`src/hc_pkg.sv`:
```
// host read bridge shared definitions
// widths, page and payload limits, and the request, TLP and completion records
`default_nettype none

package hc_pkg;

    // ==================================================
    // widths and limits
    // ==================================================

    // line address width, one line is 64 bytes
    localparam int ADDR_W = 32;

    // data carried per line on the AFU response side
    localparam int DATA_W = 64;

    // AFU burstcount width, so a burst is 1 to 64 lines
    localparam int BURST_W = 7;

    // TLP length field, in lines
    localparam int LEN_W = 3;

    // a 4 KB page holds 64 lines
    localparam int PAGE_LINES = 64;

    // largest read TLP is 256 bytes
    localparam int MAX_PAYLOAD_LINES = 4;

    // wide enough for the deepest ROB that the top level may ask for
    localparam int ROB_IDX_W = 5;

    // ==================================================
    // records
    // ==================================================

    // one AFU read burst as it arrives on the request side
    typedef struct packed {
        logic [ADDR_W-1:0]  addr;
        logic [BURST_W-1:0] burstcount;
    } rd_req_t;

    // one host read request
    // rob_idx names the slot of the first line, the rest follow in sequence
    typedef struct packed {
        logic [ADDR_W-1:0]    addr;
        logic [LEN_W-1:0]     len;
        logic [ROB_IDX_W-1:0] rob_idx;
    } tlp_rd_t;

    // one completion line coming back from the host, tagged with its slot
    typedef struct packed {
        logic [ROB_IDX_W-1:0] rob_idx;
        logic [DATA_W-1:0]    data;
    } cpl_t;

endpackage

`default_nettype wire

```
`src/burst_split_fsm.sv`:
```
// burst splitter for host reads
// cuts one AFU burst into page-safe TLP reads no larger than the maximum payload
`timescale 1ns/1ns
`default_nettype none

module burst_split_fsm
(
    input  logic                            afu_clk,
    input  logic                            rst,

    // AFU request side
    input  logic                            rd_read,
    input  hc_pkg::rd_req_t                 rd_req,
    output logic                            rd_waitrequest,

    // credit handshake with the ROB index counter
    input  logic                            alloc_ok,
    input  logic [hc_pkg::ROB_IDX_W-1:0]    alloc_idx,
    output logic [hc_pkg::LEN_W-1:0]        alloc_len,
    output logic                            alloc,

    // host request side
    output logic                            tlp_valid,
    output hc_pkg::tlp_rd_t                 tlp
);

    localparam int AW = hc_pkg::ADDR_W;
    localparam int BW = hc_pkg::BURST_W;
    localparam int LW = hc_pkg::LEN_W;
    localparam int PAGE_BITS = $clog2(hc_pkg::PAGE_LINES);

    typedef enum logic {IDLE, SPLIT} state_t;

    state_t          state;
    logic [AW-1:0]   cur_addr;
    logic [BW-1:0]   lines_left;
    logic [BW-1:0]   page_room;
    logic [BW-1:0]   len_cap;
    logic [BW-1:0]   len_next;
    logic            last_tlp;
    logic            accept;
    logic [AW-1:0]   tlp_last_addr;

    // ==================================================
    // next TLP size
    // ==================================================

    always_comb
    begin
        // lines between the current address and the next 4 KB boundary
        page_room = BW'(hc_pkg::PAGE_LINES) - BW'(cur_addr[PAGE_BITS-1:0]);
        // payload limit first, then whatever the burst still needs
        len_cap = (page_room < BW'(hc_pkg::MAX_PAYLOAD_LINES)) ?
                  page_room : BW'(hc_pkg::MAX_PAYLOAD_LINES);
        len_next = (lines_left < len_cap) ? lines_left : len_cap;
        last_tlp = (lines_left == len_next);
    end

    // the counter sees the size even while idle, it only matters in SPLIT
    assign alloc_len = LW'(len_next);

    // the AFU may only hand over a new burst while nothing is being split
    assign rd_waitrequest = (state != IDLE);
    assign accept = rd_read && !rd_waitrequest;

    // a TLP goes out on every cycle that credit covers its length
    assign alloc = (state == SPLIT) && alloc_ok;
    assign tlp_valid = alloc;

    always_comb
    begin
        tlp.addr = cur_addr;
        tlp.len = alloc_len;
        tlp.rob_idx = alloc_idx;
    end

    // ==================================================
    // state and walk through the burst
    // ==================================================

    always_ff @(posedge afu_clk)
    begin
        if (rst)
        begin
            state <= IDLE;
            lines_left <= '0;
        end
        else
        begin
            case (state)
                IDLE:
                begin
                    if (accept)
                    begin
                        state <= SPLIT;
                        lines_left <= rd_req.burstcount;
                    end
                end
                SPLIT:
                begin
                    if (alloc)
                    begin
                        lines_left <= lines_left - len_next;
                        // leave once the final piece has gone out
                        if (last_tlp)
                        begin
                            state <= IDLE;
                        end
                    end
                end
                default:
                begin
                    state <= IDLE;
                end
            endcase
        end
    end

    // address of the next piece, loaded at acceptance
    always_ff @(posedge afu_clk)
    begin
        if (accept)
        begin
            cur_addr <= rd_req.addr;
        end
        else if (alloc)
        begin
            cur_addr <= cur_addr + AW'(len_next);
        end
    end

    // last line covered by the TLP on the bus
    assign tlp_last_addr = tlp.addr + AW'(tlp.len) - AW'(1);

    // every issued piece carries between one line and the payload limit
    a_len_range: assert property (@(posedge afu_clk) disable iff (rst)
        tlp_valid |-> (tlp.len >= LW'(1)) && (tlp.len <= LW'(hc_pkg::MAX_PAYLOAD_LINES)));

    // first and last line of a piece sit in the same 4 KB page
    a_no_page_cross: assert property (@(posedge afu_clk) disable iff (rst)
        tlp_valid |-> (tlp_last_addr[AW-1:PAGE_BITS] == tlp.addr[AW-1:PAGE_BITS]));

endmodule

`default_nettype wire

```
`src/host_rd_bridge.sv`:
```
// host memory read bridge
// AFU read bursts become page-safe TLP reads, completions return in request order
`timescale 1ns/1ns
`default_nettype none

module host_rd_bridge
#(
    // number of ROB lines, a power of two from 8 to 32
    parameter int ROB_DEPTH = 16
)
(
    input  logic                            afu_clk,
    input  logic                            rst,

    // AFU read request side
    input  logic                            rd_read,
    input  hc_pkg::rd_req_t                 rd_req,
    output logic                            rd_waitrequest,

    // AFU read response side
    output logic                            rd_readdatavalid,
    output logic [hc_pkg::DATA_W-1:0]       rd_readdata,

    // host request side
    output logic                            tlp_valid,
    output hc_pkg::tlp_rd_t                 tlp,

    // host completion side, lines arrive in any order
    input  logic                            cpl_valid,
    input  hc_pkg::cpl_t                    cpl
);

    // ==================================================
    // credit loop between the splitter, counter and ROB
    // ==================================================

    logic                            alloc_ok;
    logic [hc_pkg::ROB_IDX_W-1:0]    alloc_idx;
    logic [hc_pkg::LEN_W-1:0]        alloc_len;
    logic                            alloc;
    logic                            release_line;

    // splits each burst and stalls the AFU until its last piece is out
    burst_split_fsm u_split
    (
        .afu_clk        (afu_clk),
        .rst            (rst),
        .rd_read        (rd_read),
        .rd_req         (rd_req),
        .rd_waitrequest (rd_waitrequest),
        .alloc_ok       (alloc_ok),
        .alloc_idx      (alloc_idx),
        .alloc_len      (alloc_len),
        .alloc          (alloc),
        .tlp_valid      (tlp_valid),
        .tlp            (tlp)
    );

    // slot numbering and free-line credit
    rob_alloc_counter #(
        .ROB_DEPTH      (ROB_DEPTH)
    ) u_alloc
    (
        .afu_clk        (afu_clk),
        .rst            (rst),
        .alloc          (alloc),
        .alloc_len      (alloc_len),
        .release_line   (release_line),
        .alloc_ok       (alloc_ok),
        .alloc_idx      (alloc_idx)
    );

    // sorts completions back into request order
    rob_buffer #(
        .ROB_DEPTH      (ROB_DEPTH)
    ) u_rob
    (
        .afu_clk          (afu_clk),
        .rst              (rst),
        .cpl_valid        (cpl_valid),
        .cpl              (cpl),
        .rd_readdatavalid (rd_readdatavalid),
        .rd_readdata      (rd_readdata),
        .release_line     (release_line)
    );

endmodule

`default_nettype wire

```
`src/rob_alloc_counter.sv`:
```
// ROB index allocator
// hands out slot indices per TLP and tracks free ROB lines as read credit
`timescale 1ns/1ns
`default_nettype none

module rob_alloc_counter
#(
    parameter int ROB_DEPTH = 16
)
(
    input  logic                            afu_clk,
    input  logic                            rst,
    input  logic                            alloc,
    input  logic [hc_pkg::LEN_W-1:0]        alloc_len,
    input  logic                            release_line,
    output logic                            alloc_ok,
    output logic [hc_pkg::ROB_IDX_W-1:0]    alloc_idx
);

    localparam int IDX_BITS = $clog2(ROB_DEPTH);
    localparam int CNT_W = $clog2(ROB_DEPTH + 1);

    // next slot to hand out, wraps at ROB_DEPTH since the depth is a power of two
    logic [IDX_BITS-1:0] alloc_ptr;
    // lines neither allocated nor in flight
    logic [CNT_W-1:0]    free_cnt;
    logic [CNT_W-1:0]    free_take;
    logic [CNT_W-1:0]    free_give;

    // the whole TLP must fit, a partial grant would split its slot run
    assign alloc_ok = (free_cnt >= CNT_W'(alloc_len));
    assign alloc_idx = hc_pkg::ROB_IDX_W'(alloc_ptr);

    // both can happen in one cycle, the net change is applied at once
    assign free_take = alloc ? CNT_W'(alloc_len) : '0;
    assign free_give = release_line ? CNT_W'(1) : '0;

    always_ff @(posedge afu_clk)
    begin
        if (rst)
        begin
            alloc_ptr <= '0;
            free_cnt <= CNT_W'(ROB_DEPTH);
        end
        else
        begin
            if (alloc)
            begin
                alloc_ptr <= alloc_ptr + IDX_BITS'(alloc_len);
            end
            free_cnt <= free_cnt - free_take + free_give;
        end
    end

    // the splitter must wait for credit before it issues
    a_alloc_has_credit: assert property (@(posedge afu_clk) disable iff (rst)
        alloc |-> alloc_ok);

    // releases never outnumber the lines handed out
    a_free_bounded: assert property (@(posedge afu_clk) disable iff (rst)
        free_cnt <= CNT_W'(ROB_DEPTH));

endmodule

`default_nettype wire

```
`src/rob_buffer.sv`:
```
// reorder buffer for host read completions
// takes lines by slot index in any order and hands them to the AFU in slot order
`timescale 1ns/1ns
`default_nettype none

module rob_buffer
#(
    parameter int ROB_DEPTH = 16
)
(
    input  logic                            afu_clk,
    input  logic                            rst,

    // completions from the host, one line per strobe
    input  logic                            cpl_valid,
    input  hc_pkg::cpl_t                    cpl,

    // in-order responses to the AFU
    output logic                            rd_readdatavalid,
    output logic [hc_pkg::DATA_W-1:0]       rd_readdata,

    // one pulse per line handed out, returns credit to the allocator
    output logic                            release_line
);

    localparam int IDX_BITS = $clog2(ROB_DEPTH);

    // ==================================================
    // storage
    // ==================================================

    logic [hc_pkg::DATA_W-1:0] line_mem [ROB_DEPTH];
    // a set bit means the slot holds data the AFU has not seen yet
    logic [ROB_DEPTH-1:0]      slot_valid;
    // oldest outstanding slot, the only one allowed to leave
    logic [IDX_BITS-1:0]       head;
    logic [IDX_BITS-1:0]       cpl_slot;
    logic                      head_ready;

    // only the low index bits select a slot since slot numbers wrap at the ROB depth
    assign cpl_slot = cpl.rob_idx[IDX_BITS-1:0];

    // completion data lands in the slot named by its index
    always_ff @(posedge afu_clk)
    begin
        if (cpl_valid)
        begin
            line_mem[cpl_slot] <= cpl.data;
        end
    end

    // ==================================================
    // in-order release
    // ==================================================

    // a line written to the head slot goes out on the following cycle
    assign head_ready = slot_valid[head];

    // the AFU cannot stall, so the head line is presented and retired together
    assign rd_readdatavalid = head_ready;
    assign rd_readdata = line_mem[head];
    assign release_line = head_ready;

    always_ff @(posedge afu_clk)
    begin
        if (rst)
        begin
            slot_valid <= '0;
            head <= '0;
        end
        else
        begin
            if (head_ready)
            begin
                slot_valid[head] <= 1'b0;
                head <= head + IDX_BITS'(1);
            end
            // a new completion marks its slot as holding data
            if (cpl_valid)
            begin
                slot_valid[cpl_slot] <= 1'b1;
            end
        end
    end

    // the allocator never reuses a slot before the AFU has taken its line,
    // so the host can never land on one that is still occupied
    a_no_overwrite: assert property (@(posedge afu_clk) disable iff (rst)
        cpl_valid |-> !slot_valid[cpl_slot]);

endmodule

`default_nettype wire

```
`config.mk`:
```
export PLATFORM = sky130hd
export DESIGN_NAME = host_rd_bridge
export DESIGN_NICKNAME = d
export VERILOG_FILES = /design/src/hc_pkg.sv /design/src/burst_split_fsm.sv /design/src/host_rd_bridge.sv /design/src/rob_alloc_counter.sv /design/src/rob_buffer.sv
export SDC_FILE = /design/constraint.sdc
export NUM_CORES = 1
export LEC_CHECK = 0
export BUFFER_PORTS_ARGS = -buffer_cell sky130_fd_sc_hd__buf_4
export CAP_MARGIN = 20
export CORE_MARGIN = 2
export CORE_UTILIZATION = 45
export DETAILED_ROUTE_END_ITERATION = 8
export PLACE_DENSITY_LB_ADDON = 0.1
export SYNTH_ARGS = -nofsm -noshare
export SYNTH_HDL_FRONTEND = slang
export SYNTH_SLANG_ARGS = --single-unit
```
`constraint.sdc`:
```
create_clock -name afu_clk -period 5.9 [get_ports afu_clk]
set_input_delay 0.885 -clock afu_clk [delete_from_list [all_inputs] [get_ports afu_clk]]
set_output_delay 0.885 -clock afu_clk [all_outputs]
set_load 0.05 [all_outputs]
```
==> flow_summary.yaml <==
global_routing:
  use_met2: 0.353
  grt.total_usage: 0.206
  busiest_layer: "met2"
  grt_pass1_wl_um: 148000
  grt_util_met3: 0.0347
  grt_max_degree: 83
  grt_antenna_before_repair: 6
  grt-ovfl-total: 0
  grt_pass1_vias: 22275
  global_route.usage.met1: 0.275
place:
  gp_congestion: 0.776
  dp_hpwl_um: 51600
  place_area_um2: 46700
  port_buffers: 216
  pre_cts_ws_ps: 75.7
drt:
  wirelength_um: 100000
  avgViaCountPerCell: 5.72
  drt-initial-drc-count: 1661
  routed-via-count: 20914
  drc: 0
  ant_nets: 0
  avgRoutedWirePerCell_um: 27.4
  first_pass_iters: 5
cells_and_area:
  drive_gt1_frac: 0.338
  area_growth_pct: 17.1
  antenna_cells: 0
  fillerInstances: 7500
  fin_nets: 2440
  fin_area_um2: 50500
synth:
  yosysUniqueCellTypes: 61
  synth_area_um2: 43200
  synth_flop_cell: "edfxtp_1"
  async_reset_ff_frac: 0
  yosys_warnings: 0
  ys_seq_area_frac: 0.754
  synth-edff-count: 1056
  synth_top_area_share: 0.735
  synthCells: 2001
  syn_area_per_cell_um2: 21.6
  yosysTopAreaCell: "edfxtp_1"
  synth.top_cells.by_area: "edfxtp_1 (73%), mux4_2 (17%), dfxtp_1 (1.9%), ha_1 (1.0%), nand2_1 (0.60%)"
  synth-seq-cells: 1097
worst_hold_path:
  holdPathEnd: "u_split.cur_addr[10]"
  hold_depth: 3
  hp-class: "primary input to flip-flop"
  hp-start: "rd_req[17]"
clock_tree:
  cts_tree: "built"
  clk_pin_slew_worst_paths_ps: 60
  h-tree-depth: 3
  clock-sinks: 1097
  worstSkewPairLatency_ps: 700
  clockBufferDepth: 3
  cts_made_buffers: 115
  cts-root-buf: "clkbuf_16"
critical_path:
  ff2ff_path_depth: 30
  crit_chain: "inv_1 -> ha_1 -> nand2b_1 -> o21ai_4 -> nand3_1 -> ha_4 -> nor3_2 -> a41oi_2 -> a32oi_2 -> buf_4 -> mux2i_4 -> nor2_4 -> ha_1 -> nor4bb_2 -> a211o_1 -> o22ai_1 -> a21o_1 -> o21ai_2 -> nand2_2 -> clkinv_4 -> buf_4"
  reg2reg_to: "u_alloc.free_cnt[4]"
  crit_slowest_cell: "edfxtp_1"
  cp_max_fo: 9
  reg2reg_slack_ps: 370
  end_kind: "output pin"
  worstSetupPathType: "flip-flop to output pin"
  cp-start-kind: "flip-flop"
  critPathArrivalTime_ps: 4660
  r2r_start: "u_split.cur_addr[0]"
  critPathRequiredTime_ps: 5020
  crit_path_max_incr_delay_ps: 390
sta:
  timing.final.crit_share: 0.940
  holdWs_ps: 460
  tightest_slew_ps: 1060
  min_period_ps: 5540
  slew_headroom: 0.291
  finalMaxSlewViolations: 0
  finClkSkew_ps: 25.3
  finalSetupViolCount: 0
  finalWorstSetupSlack_ps: 357
  fmax_ghz: 0.180
  finalHoldViolations: 0
  fin_tns_setup_ps: 0
  grt_setup_unrepaired: "false"
die:
  rows: 113
  initial_core_util: 0.454
  fp.coreArea_um2: 95000
  die_w_um: 314
  ios: 219
  die_area_um2: 98400
  die_h_um: 314
power:
  pwr-share-seq: 0.497
  p_int_mw: 13.7
  switching_share: 0.244
  clkPwrFrac: 0.390
  p_leak_nw: 15.9
  comb_power_share: 0.113
  p_sw_mw: 4.42
  cellPowerDensity_nw_per_um2: 358
  ir_drop_mv: 0.241
outcome:
  outcome: "complete, no violations"
run:
  cap_viol_max_count: 0
## sequential cells by signal, indices dropped and copies added (netlist names), named ones only
name and flops:
u_rob.line_mem 1024, u_split.cur_addr 32, u_rob.slot_valid 16, u_split.lines_left 7, u_alloc.free_cnt 5, u_alloc.alloc_ptr 4, u_rob.head 4, u_split.rd_waitrequest 1
## final cells by class
cell class,count,area (um^2),area share
Sequential cell,1097,32500,0.644
Multi-Input combinational cell,777,10300,0.204
Clock buffer,135,2970,0.0589
Timing Repair Buffer,268,2240,0.0444
Tap cell,1265,1580,0.0313
Clock inverter,82,738,0.0146
Inverter,32,135,0.00267
## critical path, delay by kind of cell (launching register included)
kind	cells	cell delay, ps
AOI/OAI and AO/OA	7	1050
adders and majority gates	3	750
and+or+nand+nor	6	910
DFF	1	390
muxes	1	270
buffers and inverters	4	600
## cells in the mapped netlist (20+ instances only)
| cell type | count |
|---|---|
| clkbuf_1 | 65 |
| ha_1 | 36 |
| nor2_1 | 66 |
| xor2_1 | 20 |
| nand2_1 | 69 |
| o21ai_0 | 43 |
| buf_1 | 27 |
| dfxtp_1 | 41 |
| inv_1 | 30 |
| nand3_1 | 21 |
| a21oi_1 | 48 |
| mux4_2 | 325 |
| edfxtp_1 | 1056 |
## metal layers
layer | wire length, um | share of wire
met5 | 83 | 0.00083
met4 | 1940 | 0.019
met3 | 4510 | 0.045
met2 | 51600 | 0.52
met1 | 42000 | 0.42
## placed cells by master, fill, tap and decap left out, types with 12 or more instances in the layout
master / n
edfxtp_1: 1056
mux4_2: 325
buf_4: 250
clkbuf_16: 116
nand2_1: 68
nor2_1: 56
a21oi_1: 47
o21ai_0: 42
dfxtp_1: 37
ha_1: 35
clkinv_1: 30
clkinv_2: 29
inv_1: 26
nand3_1: 20
xor2_1: 20
clkbuf_1: 19
buf_12: 17
xnor2_1: 12
or3_1: 12
## stage by stage
step	utilization	power, mW	instances
global placement	0.491	11.1	3429
CTS	0.531	18.2	3650
floorplan	-	10.5	2004
detailed placement	0.491	11.1	3431
global route	0.532	18.7	3656
finish	0.532	18.1	3656
## worst max path at each step
stage                        start                   to  cells after the start
2_1_floorplan  u_split.cur_addr[1]  u_alloc.free_cnt[4]                     29
3_3_place_gp   u_split.cur_addr[0]  u_alloc.free_cnt[4]                     28
6_report       u_split.cur_addr[0]            tlp_valid                     21
3_5_place_dp   u_split.cur_addr[0]  u_alloc.free_cnt[4]                     28
4_1_cts        u_split.cur_addr[0]            tlp_valid                     21
5_1_grt        u_split.cur_addr[1]  u_alloc.free_cnt[4]                     30
## cell families after synthesis
logic type,count (synthesis),synth area share
compound gates,147,0.0211
mux,332,0.171
xor+xnor,32,0.00649
buf+inv,130,0.0116
simple gates,222,0.0241
fa+ha+maj,39,0.0114
other cells,2,0.000174
flops,1097,0.754
## power by group through the flow
stage / Sequential [mW] / Combinational (mW) / Clock [mW]
floorplan: 9.37 / 1.11 / 0
global placement: 9.13 / 1.95 / 0
detailed placement: 9.15 / 2.00 / 0
CTS: 8.98 / 2.02 / 7.23
global route: 9.01 / 2.21 / 7.52
finish: 8.99 / 2.04 / 7.06
## timing repair
| item | in CTS | in global routing |
|---|---|---|
| endpoints found under the setup margin | 1 | 2 |
| resized for setup | 1 | 7 |
| hold buffers | 0 | 0 |
| pin swaps | 2 | 2 |
| setup buffers | 2 | 5 |
No activity file was read; power rests on OpenSTA's default activity.
